File: src/hw/corr_pkg.sv
// Correlator shared definitions
package corr_pkg;

	localparam int NUM_INPUTS = 4;
	localparam int NUM_BASELINES = NUM_INPUTS * (NUM_INPUTS - 1) / 2;
	localparam int WINDOW_UNIT = 64;

	typedef logic [15:0] count_t;
	typedef logic [7:0] byte_t;
	typedef logic [NUM_INPUTS-1:0] lines_t;
	// Command argument, low six bits of a command byte
	typedef logic [5:0] arg_t;

	// Index 0 is the leftmost word, so it goes out first
	typedef count_t [0:NUM_INPUTS-1] line_counts_t;
	typedef count_t [0:NUM_BASELINES-1] base_counts_t;

	// Baseline order (0,1) (0,2) (0,3) (1,2) (1,3) (2,3)
	localparam int BASE_FIRST [NUM_BASELINES] = '{0, 0, 0, 1, 1, 2};
	localparam int BASE_SECOND [NUM_BASELINES] = '{1, 2, 3, 2, 3, 3};

	localparam byte_t SYNC_BYTE = 8'hA5;

	typedef enum logic [1:0] {
		OP_NONE = 2'b00,
		OP_WINDOW = 2'b01,
		OP_INVERT = 2'b10,
		OP_RUN = 2'b11
	} opcode_e;

	typedef struct packed {
		byte_t frame_id;
		line_counts_t counts;
		line_counts_t autos;
		base_counts_t cross_sums;
	} corr_result_t;

	// Sync byte plus the result struct
	localparam int PKT_BYTES = 1 + $bits(corr_result_t) / 8;

endpackage

File: src/hw/capture_ctrl.sv
// Command decoder and window timer
`timescale 1ns/1ps

module capture_ctrl #(
	parameter int WINDOW_UNIT = corr_pkg::WINDOW_UNIT
) (
	input logic intclk,
	input logic reset,
	input corr_pkg::byte_t cmd,
	input logic cmd_valid,
	output corr_pkg::lines_t invert,
	output logic window_active,
	output logic window_done,
	output corr_pkg::byte_t frame_id
);
	import corr_pkg::*;

	// Longest window is 2**6 steps
	localparam int CNT_W = $clog2((1 << $bits(arg_t)) * WINDOW_UNIT);

	opcode_e op;
	arg_t arg;
	arg_t win_arg;
	arg_t cur_arg;
	logic start_cmd;
	logic stop_cmd;
	logic [CNT_W-1:0] cyc_cnt;
	logic [CNT_W-1:0] last_cnt;
	byte_t next_id;

	assign op = opcode_e'(cmd[7:6]);
	assign arg = cmd[5:0];
	assign start_cmd = cmd_valid && (op == OP_RUN) && arg[0];
	assign stop_cmd = cmd_valid && (op == OP_RUN) && !arg[0];

	assign last_cnt = CNT_W'((int'(cur_arg) + 1) * WINDOW_UNIT - 1);
	assign window_done = window_active && (cyc_cnt == last_cnt);

	always_ff @(posedge intclk) begin
		if (reset) begin
			invert <= '0;
			win_arg <= '0;
		end else if (cmd_valid) begin
			case (op)
				OP_WINDOW: win_arg <= arg;
				OP_INVERT: invert <= arg[NUM_INPUTS-1:0];
				default: ;
			endcase
		end
	end

	always_ff @(posedge intclk) begin
		if (reset) begin
			window_active <= 1'b0;
			cyc_cnt <= '0;
			cur_arg <= '0;
		end else if (stop_cmd) begin
			// Partial window is thrown away
			window_active <= 1'b0;
			cyc_cnt <= '0;
		end else if (start_cmd && !window_active) begin
			window_active <= 1'b1;
			cyc_cnt <= '0;
			cur_arg <= win_arg;
		end else if (window_done) begin
			// Next window starts at once, with the newest length
			cyc_cnt <= '0;
			cur_arg <= win_arg;
		end else if (window_active) begin
			cyc_cnt <= cyc_cnt + 1'b1;
		end
	end

	// frame_id holds the id of the last finished window
	always_ff @(posedge intclk) begin
		if (reset) begin
			next_id <= '0;
			frame_id <= '0;
		end else if (window_done) begin
			frame_id <= next_id;
			next_id <= next_id + 1'b1;
		end
	end

endmodule

File: src/hw/corr_top.sv
// Photon pulse correlator top level
`timescale 1ns/1ps

module corr_top #(
	parameter int BAUD_DIV = 8
) (
	input logic intclk,
	input logic reset,
	input corr_pkg::lines_t line_in,
	input logic rx,
	output logic tx,
	output logic integrating
);
	import corr_pkg::*;

	byte_t cmd;
	logic cmd_valid;
	lines_t invert;
	logic window_active;
	logic window_done;
	byte_t frame_id;
	lines_t sample;
	lines_t prev_sample;
	line_counts_t counts;
	line_counts_t autos;
	base_counts_t cross_sums;
	logic result_valid;
	corr_result_t result;
	byte_t tx_data;
	logic tx_valid;
	logic tx_ready;

	assign integrating = window_active;

	assign result.frame_id = frame_id;
	assign result.counts = counts;
	assign result.autos = autos;
	assign result.cross_sums = cross_sums;

	uart_rx #(.BAUD_DIV(BAUD_DIV)) uart_rx_inst (
		.intclk(intclk), .reset(reset), .rx(rx), .cmd(cmd), .cmd_valid(cmd_valid)
	);

	capture_ctrl #(.WINDOW_UNIT(WINDOW_UNIT)) capture_ctrl_inst (
		.intclk(intclk), .reset(reset), .cmd(cmd), .cmd_valid(cmd_valid),
		.invert(invert), .window_active(window_active), .window_done(window_done),
		.frame_id(frame_id)
	);

	pulse_counter pulse_counter_inst (
		.intclk(intclk), .reset(reset), .line_in(line_in), .invert(invert),
		.window_active(window_active), .window_done(window_done), .sample(sample),
		.prev_sample(prev_sample), .counts(counts), .result_valid(result_valid)
	);

	correlator correlator_inst (
		.intclk(intclk), .reset(reset), .sample(sample), .prev_sample(prev_sample),
		.window_active(window_active), .window_done(window_done),
		.autos(autos), .cross_sums(cross_sums)
	);

	packet_tx packet_tx_inst (
		.intclk(intclk), .reset(reset), .result(result), .result_valid(result_valid),
		.tx_data(tx_data), .tx_valid(tx_valid), .tx_ready(tx_ready)
	);

	uart_tx #(.BAUD_DIV(BAUD_DIV)) uart_tx_inst (
		.intclk(intclk), .reset(reset), .data(tx_data), .valid(tx_valid),
		.ready(tx_ready), .tx(tx)
	);

endmodule

File: src/hw/correlator.sv
// Lag-1 auto and zero-lag cross correlator
`timescale 1ns/1ps

module correlator (
	input logic intclk,
	input logic reset,
	input corr_pkg::lines_t sample,
	input corr_pkg::lines_t prev_sample,
	input logic window_active,
	input logic window_done,
	output corr_pkg::line_counts_t autos,
	output corr_pkg::base_counts_t cross_sums
);
	import corr_pkg::*;

	// Auto products first, then baselines
	localparam int NUM_PROD = NUM_INPUTS + NUM_BASELINES;

	logic [NUM_PROD-1:0] prod;
	count_t acc [NUM_PROD];

	always_comb begin
		for (int i = 0; i < NUM_INPUTS; i++)
			prod[i] = sample[i] & prev_sample[i];
		for (int b = 0; b < NUM_BASELINES; b++)
			prod[NUM_INPUTS + b] = sample[BASE_FIRST[b]] & sample[BASE_SECOND[b]];
	end

	always_ff @(posedge intclk) begin
		for (int k = 0; k < NUM_PROD; k++) begin
			if (reset || !window_active || window_done)
				acc[k] <= '0;
			else
				acc[k] <= acc[k] + count_t'(prod[k]);
		end
	end

	// Loaded on the same edge as the ones counts
	always_ff @(posedge intclk) begin
		if (window_done) begin
			for (int i = 0; i < NUM_INPUTS; i++)
				autos[i] <= acc[i] + count_t'(prod[i]);
			for (int b = 0; b < NUM_BASELINES; b++)
				cross_sums[b] <= acc[NUM_INPUTS + b] + count_t'(prod[NUM_INPUTS + b]);
		end
	end

endmodule

File: src/hw/packet_tx.sv
// Result packet serializer
`timescale 1ns/1ps

module packet_tx (
	input logic intclk,
	input logic reset,
	input corr_pkg::corr_result_t result,
	input logic result_valid,
	output corr_pkg::byte_t tx_data,
	output logic tx_valid,
	input logic tx_ready
);
	import corr_pkg::*;

	localparam int IDX_W = $clog2(PKT_BYTES);

	corr_result_t held;
	logic [PKT_BYTES*8-1:0] pkt;
	logic [IDX_W-1:0] byte_idx;
	logic busy;
	logic last_byte;

	// Struct order already matches the wire order, MSB first
	assign pkt = {SYNC_BYTE, held};
	assign tx_data = pkt[(PKT_BYTES - 1 - byte_idx) * 8 +: 8];
	assign tx_valid = busy;
	assign last_byte = (byte_idx == IDX_W'(PKT_BYTES - 1));

	always_ff @(posedge intclk) begin
		if (!busy && result_valid)
			held <= result;
	end

	always_ff @(posedge intclk) begin
		if (reset) begin
			busy <= 1'b0;
			byte_idx <= '0;
		end else if (!busy) begin
			// Results arriving while busy are dropped
			byte_idx <= '0;
			busy <= result_valid;
		end else if (tx_ready) begin
			byte_idx <= byte_idx + 1'b1;
			if (last_byte)
				busy <= 1'b0;
		end
	end

endmodule

File: src/hw/pulse_counter.sv
// Line sampler and ones counter
`timescale 1ns/1ps

module pulse_counter (
	input logic intclk,
	input logic reset,
	input corr_pkg::lines_t line_in,
	input corr_pkg::lines_t invert,
	input logic window_active,
	input logic window_done,
	output corr_pkg::lines_t sample,
	output corr_pkg::lines_t prev_sample,
	output corr_pkg::line_counts_t counts,
	output logic result_valid
);
	import corr_pkg::*;

	count_t acc [NUM_INPUTS];

	// Runs on every edge, also outside windows
	always_ff @(posedge intclk) begin
		sample <= line_in ^ invert;
		prev_sample <= sample;
	end

	always_ff @(posedge intclk) begin
		for (int i = 0; i < NUM_INPUTS; i++) begin
			if (reset || !window_active || window_done)
				acc[i] <= '0;
			else
				acc[i] <= acc[i] + count_t'(sample[i]);
		end
	end

	// Final edge of the window still counts
	always_ff @(posedge intclk) begin
		if (window_done) begin
			for (int i = 0; i < NUM_INPUTS; i++)
				counts[i] <= acc[i] + count_t'(sample[i]);
		end
	end

	always_ff @(posedge intclk) begin
		if (reset)
			result_valid <= 1'b0;
		else
			result_valid <= window_done;
	end

endmodule

File: src/hw/uart_rx.sv
// UART command receiver
`timescale 1ns/1ps

module uart_rx #(
	parameter int BAUD_DIV = 8
) (
	input logic intclk,
	input logic reset,
	input logic rx,
	output corr_pkg::byte_t cmd,
	output logic cmd_valid
);
	import corr_pkg::*;

	localparam int CNT_W = $clog2(BAUD_DIV + 1);

	typedef enum logic [1:0] {RX_IDLE, RX_START, RX_DATA, RX_STOP} rx_state_e;

	rx_state_e state;
	logic [1:0] rx_sync;
	logic rx_s;
	logic [CNT_W-1:0] baud_cnt;
	logic [2:0] bit_idx;
	logic bit_tick;
	logic half_tick;

	assign rx_s = rx_sync[1];
	assign bit_tick = (baud_cnt == CNT_W'(BAUD_DIV - 1));
	assign half_tick = (baud_cnt == CNT_W'(BAUD_DIV / 2 - 1));

	always_ff @(posedge intclk) begin
		if (reset) begin
			rx_sync <= 2'b11;
			state <= RX_IDLE;
			baud_cnt <= '0;
			bit_idx <= '0;
			cmd_valid <= 1'b0;
		end else begin
			rx_sync <= {rx_sync[0], rx};
			cmd_valid <= 1'b0;
			baud_cnt <= baud_cnt + 1'b1;
			case (state)
				RX_IDLE: begin
					baud_cnt <= '0;
					if (!rx_s)
						state <= RX_START;
				end
				RX_START: begin
					// Middle of the start bit, glitches go back to idle
					if (half_tick) begin
						baud_cnt <= '0;
						bit_idx <= '0;
						state <= rx_s ? RX_IDLE : RX_DATA;
					end
				end
				RX_DATA: begin
					if (bit_tick) begin
						baud_cnt <= '0;
						bit_idx <= bit_idx + 1'b1;
						if (bit_idx == 3'd7)
							state <= RX_STOP;
					end
				end
				RX_STOP: begin
					if (bit_tick) begin
						state <= RX_IDLE;
						cmd_valid <= rx_s;
					end
				end
				default: state <= RX_IDLE;
			endcase
		end
	end

	// LSB arrives first
	always_ff @(posedge intclk) begin
		if (state == RX_DATA && bit_tick)
			cmd <= {rx_s, cmd[7:1]};
	end

endmodule

File: src/hw/uart_tx.sv
// UART byte transmitter
`timescale 1ns/1ps

module uart_tx #(
	parameter int BAUD_DIV = 8
) (
	input logic intclk,
	input logic reset,
	input corr_pkg::byte_t data,
	input logic valid,
	output logic ready,
	output logic tx
);
	import corr_pkg::*;

	localparam int CNT_W = $clog2(BAUD_DIV + 1);

	typedef enum logic [1:0] {TX_IDLE, TX_START, TX_DATA, TX_STOP} tx_state_e;

	tx_state_e state;
	logic [CNT_W-1:0] baud_cnt;
	logic [2:0] bit_idx;
	logic bit_end;
	byte_t shreg;

	assign ready = (state == TX_IDLE);
	assign bit_end = (baud_cnt == CNT_W'(BAUD_DIV - 1));
	assign tx = (state == TX_START) ? 1'b0 : (state == TX_DATA) ? shreg[0] : 1'b1;

	always_ff @(posedge intclk) begin
		if (reset) begin
			state <= TX_IDLE;
			baud_cnt <= '0;
			bit_idx <= '0;
		end else begin
			baud_cnt <= bit_end ? '0 : baud_cnt + 1'b1;
			case (state)
				TX_IDLE: begin
					baud_cnt <= '0;
					bit_idx <= '0;
					if (valid)
						state <= TX_START;
				end
				TX_START: if (bit_end) state <= TX_DATA;
				TX_DATA: begin
					if (bit_end) begin
						bit_idx <= bit_idx + 1'b1;
						if (bit_idx == 3'd7)
							state <= TX_STOP;
					end
				end
				TX_STOP: if (bit_end) state <= TX_IDLE;
				default: state <= TX_IDLE;
			endcase
		end
	end

	always_ff @(posedge intclk) begin
		if (ready && valid)
			shreg <= data;
		else if (state == TX_DATA && bit_end)
			shreg <= shreg >> 1;
	end

endmodule

File: config.mk
export PLATFORM = sky130hd
export DESIGN_NAME = corr_top
export DESIGN_NICKNAME = d
export VERILOG_FILES = /design/src/hw/corr_pkg.sv /design/src/hw/capture_ctrl.sv /design/src/hw/corr_top.sv /design/src/hw/correlator.sv /design/src/hw/packet_tx.sv /design/src/hw/pulse_counter.sv /design/src/hw/uart_rx.sv /design/src/hw/uart_tx.sv
export SDC_FILE = /design/constraint.sdc
export NUM_CORES = 1
export LEC_CHECK = 0
export BUFFER_PORTS_ARGS = -buffer_cell sky130_fd_sc_hd__buf_2
export CAP_MARGIN = 10
export CORE_MARGIN = 2
export CORE_UTILIZATION = 35
export CTS_BUF_LIST = sky130_fd_sc_hd__clkbuf_8
export DETAILED_ROUTE_END_ITERATION = 8
export GPL_ROUTABILITY_DRIVEN = 0
export SYNTH_ARGS = -nofsm -noshare
export SYNTH_HDL_FRONTEND = slang
export SYNTH_HIERARCHICAL = 1
export SYNTH_SLANG_ARGS = --single-unit
File: constraint.sdc
create_clock -name intclk -period 22.4 [get_ports intclk]
set_input_delay 3.36 -clock intclk [delete_from_list [all_inputs] [get_ports intclk]]
set_output_delay 3.36 -clock intclk [all_outputs]
set_load 0.05 [all_outputs]
Yosys cells after proc, flatten, opt, wreduce, memory -nomap -nowiden
Memory sizes are Yosys's and may differ from the RTL's.
Index checks and enable logic that the tools add are counted.
- $add $sub $neg: 24
- equal/unequal tests: 26
- shift-type cells: 1
- muxes and demuxes: 47
- bitwise logic cells: 29
- reductions and logical operators: 32
- operators with widths (kind ; number):
    $shiftx 240x33->8 ; 1
    $add 16x1->16 ; 14
    $mux 16 ; 14
    $mux 2 ; 11
    $mux 8 ; 2
    $ne 2x1->1 const B ; 8
    $pmux 2 s4 ; 2
    $or 1x1->1 ; 14
    $add 12x1->12 const B ; 1
    $eq 12x12->1 ; 1
    $eq 2x2->1 const B ; 6
    $mux 6 ; 2
    $pmux 3 s2 ; 2
    $pmux 4 s3 ; 1
    $sub 12x2->12 const B ; 1
    $and 1x1->1 ; 10
    $reduce_and 5->1 ; 2
    $logic_and 1x1->1 ; 9
    $mux 3 ; 3
    $add 4x1->4 const B ; 2
    $add 8x1->8 const B ; 1
    $eq 4x3->1 const B ; 2
    $mux 1 ; 8
    $mux 4 ; 2
    20 further kinds ; 40
- register bits after elaboration: 553
- memory bits (writable): 224
- input bits: 7
- output and inout port bits: 2
- word-level logic and storage cells: 212
- memories: 2
- memory list (memory ; words ; width ; read ports ; clocked after memory_dff ; write ports ; line ; text):
    correlator_inst.acc ; 10 ; 16 ; 10 ; 0 ; 10 ; correlator.sv:20 ; count_t acc [NUM_PROD];
    pulse_counter_inst.acc ; 4 ; 16 ; 4 ; 0 ; 4 ; pulse_counter.sv:18 ; count_t acc [NUM_INPUTS];

Depth between registers and ports, before layout
- depth in word-level cells: 8
- gate-level depth with buffers: 13
- mapped depth without buffers: 9

By module
The synthesis kept the hierarchy.
- by module, submodules not included (module ; times used ; cells an instance ; area each (um^2)):
    correlator ; 1 ; 952 ; 12201.7
    packet_tx ; 1 ; 461 ; 9310.2
    pulse_counter ; 1 ; 459 ; 5470.2
    capture_ctrl ; 1 ; 248 ; 2264.7
    uart_rx ; 1 ; 63 ; 804.5
    uart_tx ; 1 ; 67 ; 790.8

Least setup slack after synthesis
No wires, ideal clock.
- kind: register -> register
- start: register capture_ctrl_inst.window_active
- end: memory pulse_counter_inst/acc[0][0] in the netlist's numbering
- arrival: 12.863 ns
- required time: 22.285 ns
- path slack: 9.422 ns
- stages on the path, launching flop included: 12
- buffers on the path: 4
- period minus slack after synthesis: 12.978 ns
- path through: dfxtp_1 buf_2 and3_1 nand4_1 a211oi_2 nand4b_2 buf_2 nor2_1 nor3b_2 buf_2 clkbuf_1 and2_1
- RTL lines (element ; line ; text):
    start: declaration ; capture_ctrl.sv:12 ; output logic window_active,
    start signal: assignment ; capture_ctrl.sv:54 ; window_active <= 1'b0;
    start signal: assignment ; capture_ctrl.sv:59 ; window_active <= 1'b0;
    start signal: assignment ; capture_ctrl.sv:62 ; window_active <= 1'b1;
    end: declaration ; pulse_counter.sv:18 ;

Worst setup path after layout
- start: register uart_tx_inst.state[0]
- end: output tx
- longest elaborated chain between the ends: 3
- elaborated cells on any way between the ends: 4
- those cells by class: eq/ne: 2; mux: 2
- RTL lines (element ; line ; text):
    start: declaration ; uart_tx.sv:20 ; tx_state_e state;
    start signal: assignment ; uart_tx.sv:32 ; state <= TX_IDLE;
    start signal: assignment ; uart_tx.sv:42 ; state <= TX_START;
    start signal: assignment ; uart_tx.sv:44 ; TX_START: if (bit_end) state <= TX_DATA;
    $eq 2x2->1 ; uart_tx.sv:28 ; assign tx = (state == TX_START) ? 1'b0 : (state == TX_DATA) ? shreg[0] : 1'b1;
    $mux 1 ; uart_tx.sv:28 ;
    $mux 1 (*) ; uart_tx.sv:28 ;
    end: declaration ; corr_top.sv:11 ; output logic tx,
Every way passes the cells marked *; elsewhere a longest branch is shown, timed or not.

==> flow_summary.toml <==
[grt]
grt_pass1_vias = 17700
grt_usage = 0.136
grt_max_degree = 153
grt_overflow = 0
grt_antenna_before_repair = 1
grt_first_pass_wirelength_um = 97500

[pwr]
seq_power_share = 0.549
max-vdd-ir-drop_uv = 45.9
p_int_mw = 2.16
power_leakage_nw = 11.2
power_switching_uw = 582
clkPwrFrac = 0.441
swShare = 0.212
powerDensity_nw_per_um2 = 79.2
power_frac_comb = 0.010

[sta]
fin_setup_tns_ps = 0
whs_ps = 402
final_hold_viol_count = 0
fmax_ghz = 0.183
skew_ps = 42.7
period_minus_slack_ps = 5470
fin_crit_sh = 0.244
tightest_slew_ps = 1140
relSlewSlack = 0.238
drv_slew = 0
grt_setup_unrepaired = "no"
setup_viol = 0

[critical_path]
r2r_cells = 7
worstPathArrival_ps = 2110
cp_max_fo = 5
r2r_start = "capture_ctrl_inst/window_active"
worstSetupPathType = "register to output port"
r2r_setup_slack_ps = 17660
endpoint_kind = "output port"
r2r_end = "correlator_inst/cross_sums[80]"
cp_data_required_time_ps = 19040
startpoint_type = "register"

[die]
initial_core_util = 0.354
rows = 108
die_h_um = 301
core_area_um2 = 87000
io-pin-count = 9
die_area_um2 = 90500
die_w_um = 301

[yosys]
syn-cell-area_um2 = 30800
synth.top_cell.area_share = 0.460
synth.mux.area_fraction = 0.0625
synth_edf_count = 472
ys_top_cells_by_count = "edfxtp_1, dfxtp_1, and2_1, nand2_1, xor2_1"
syn_avg_cell_area_um2 = 13.7
ys_seq_area_frac = 0.658
synth_top_family_by_area = "simple AND/OR/NAND/NOR gates"
synth_area_leaders = "edfxtp_1, dfxtp_1, and2_1"
synth_most_common_cell = "edfxtp_1"
ys_warn_count = 6
ys.flop_type = "edfxtp_1"
syn_inst = 2250
synthXorXnorAreaFrac = 0.0592
synth-simple-area-share = 0.148
async_reset_ff_frac = 0
synth_top_area_cell = "edfxtp_1"
synth_fa_ha_area_frac = 0.0215
yosys_register_bits = 777
ys_types = 81
synth_fp_nets = 2310
synth_compound_area_frac = 0.0332

[run]
cap_violations = 0

[route]
wirelength_um = 61200
wl_met2_um = 28900
vias = 17500
drtAntennaViolNets = 0
highest_layer = "met4"
wire_per_inst_um = 17.1
drcViolationCount = 0
drt_iter0_drc = 1444
drtPass1Iterations = 5
wl_met1_um = 27600
routed-wl-met3_um = 2680
viasPerCell = 4.89

[clock_tree]
post-cts-setup-buffers = 0
h-tree-depth = 3
path_clk_slew_ps = 60
cts_tree = "built"
cts_root_buffer = "clkbuf_8"
cts.hold.buffers_added = 0
cts_sinks = 777
post_cts_resize_count = 0
clk-insertion-delay-late_ps = 730
cts_buffers = 120
clockBufferDepth = 3

[cells_and_area]
post-route-util = 0.398
fin_area_um2 = 34600
syn_to_final_growth_pct = 12.3
drive_gt1_frac = 0.132
finalNetCount = 2377

[outcome]
status = "complete, no violations"

[hold_path]
holdCritStartpoint = "pulse_counter_inst/counts[42]"
hold_class = "register to register"
worst_hold_path.endpoint = "packet_tx_inst/held[202]"
holdPathStages = 0

[place]
dp_hpwl_um = 38600
io_buffers = 8
place_area_um2 = 32100
[kinds of logic after synthesis]
logic type / after synthesis
flops: 777
mux: 133
simple gates: 797
xor+xnor: 206
compound gates: 160
buf+inv: 124
fa+ha+maj: 53
[worst max-delay path, stage by stage (launching register included)]
cell     delay, ps
dfxtp_1        390
inv_1           90
ha_1           260
a21oi_1        310
buf_2          340
[flip-flops by register name, indices dropped and copies added (netlist names), 2 cells and up, named ones only]
signal                          count
packet_tx_inst/held               232
correlator_inst/acc               160
correlator_inst/cross_sums         96
correlator_inst/autos              64
pulse_counter_inst/acc             64
pulse_counter_inst/counts          64
capture_ctrl_inst/cyc_cnt          12
capture_ctrl_inst/frame_id          8
capture_ctrl_inst/next_id           8
uart_rx_inst/cmd                    8
uart_tx_inst/shreg                  8
capture_ctrl_inst/cur_arg           6
capture_ctrl_inst/win_arg           6
packet_tx_inst/byte_idx             5
capture_ctrl_inst/invert            4
pulse_counter_inst/prev_sample      4
pulse_counter_inst/sample           4
uart_rx_inst/baud_cnt               4
uart_tx_inst/baud_cnt               4
uart_rx_inst/bit_idx                3
uart_tx_inst/bit_idx                3
uart_rx_inst/rx_sync                2
uart_tx_inst/state                  2
[cell usage in the layout, fill, tap and decap left out, types with 37 or more instances in the layout]
cell and instances:
a21oi_1 54, and2_1 180, clkbuf_8 142, dfxtp_1 303, edfxtp_1 472, ha_1 53, inv_1 81, mux2i_1 71
mux4_2 46, nand2_1 147, nand2b_1 42, nand3_1 94, nand4_1 58, nor2_1 79, nor3_1 37, o21ai_0 38
xnor2_1 98, xor2_1 104
[how the worst max path moves through the flow]
stage	start	end	slack, ps
after floorplan	capture_ctrl_inst/window_active	pulse_counter_inst/acc[0][0]	9420
after global placement	reset	correlator_inst/acc[2][29]	16770
after detailed placement	reset	correlator_inst/acc[2][28]	16750
after CTS	uart_tx_inst/state[0]	tx	16820
after global routing	uart_tx_inst/state[0]	tx	16770
final	uart_tx_inst/state[0]	tx	16930
[per-layer routing]
layer / track usage / vias to the layer above
met3: 0.0234 / 114
met1: 0.179 / 8604
met5: 0 / -
met4: 0.0580 / 0
li1: - / 8391
met2: 0.222 / 388
[power by group through the flow]
stage	clock (mW)	combinational, mW	sequential [mW]
finish	1.21	0.0287	1.51
detailed placement	0	0.0288	1.54
floorplan	0	0.0215	1.53
global route	1.31	0.0313	1.50
global placement	0	0.0274	1.54
CTS	1.25	0.0288	1.51
[area by class of cell]
type,instances,area [um^2]
Antenna cell,1,2.50
Clock buffer,142,1950
Clock inverter,87,576
Fill cell,8077,52400
Inverter,46,173
Multi-Input combinational cell,1349,10000
Sequential cell,777,20300
Tap cell,1155,1450
Timing Repair Buffer,23,165
[per-stage QoR]
step / power [mW] / setup WS, ps / std cells
after detailed placement: 1.56 / 16750 / 3350
after CTS: 2.78 / 16820 / 3579
after floorplan: 1.56 / 9420 / 2250
after global routing: 2.85 / 16770 / 3580
after global placement: 1.56 / 16770 / 3350
final: 2.74 / 16930 / 3580
Power figures use the tool's default switching activity.
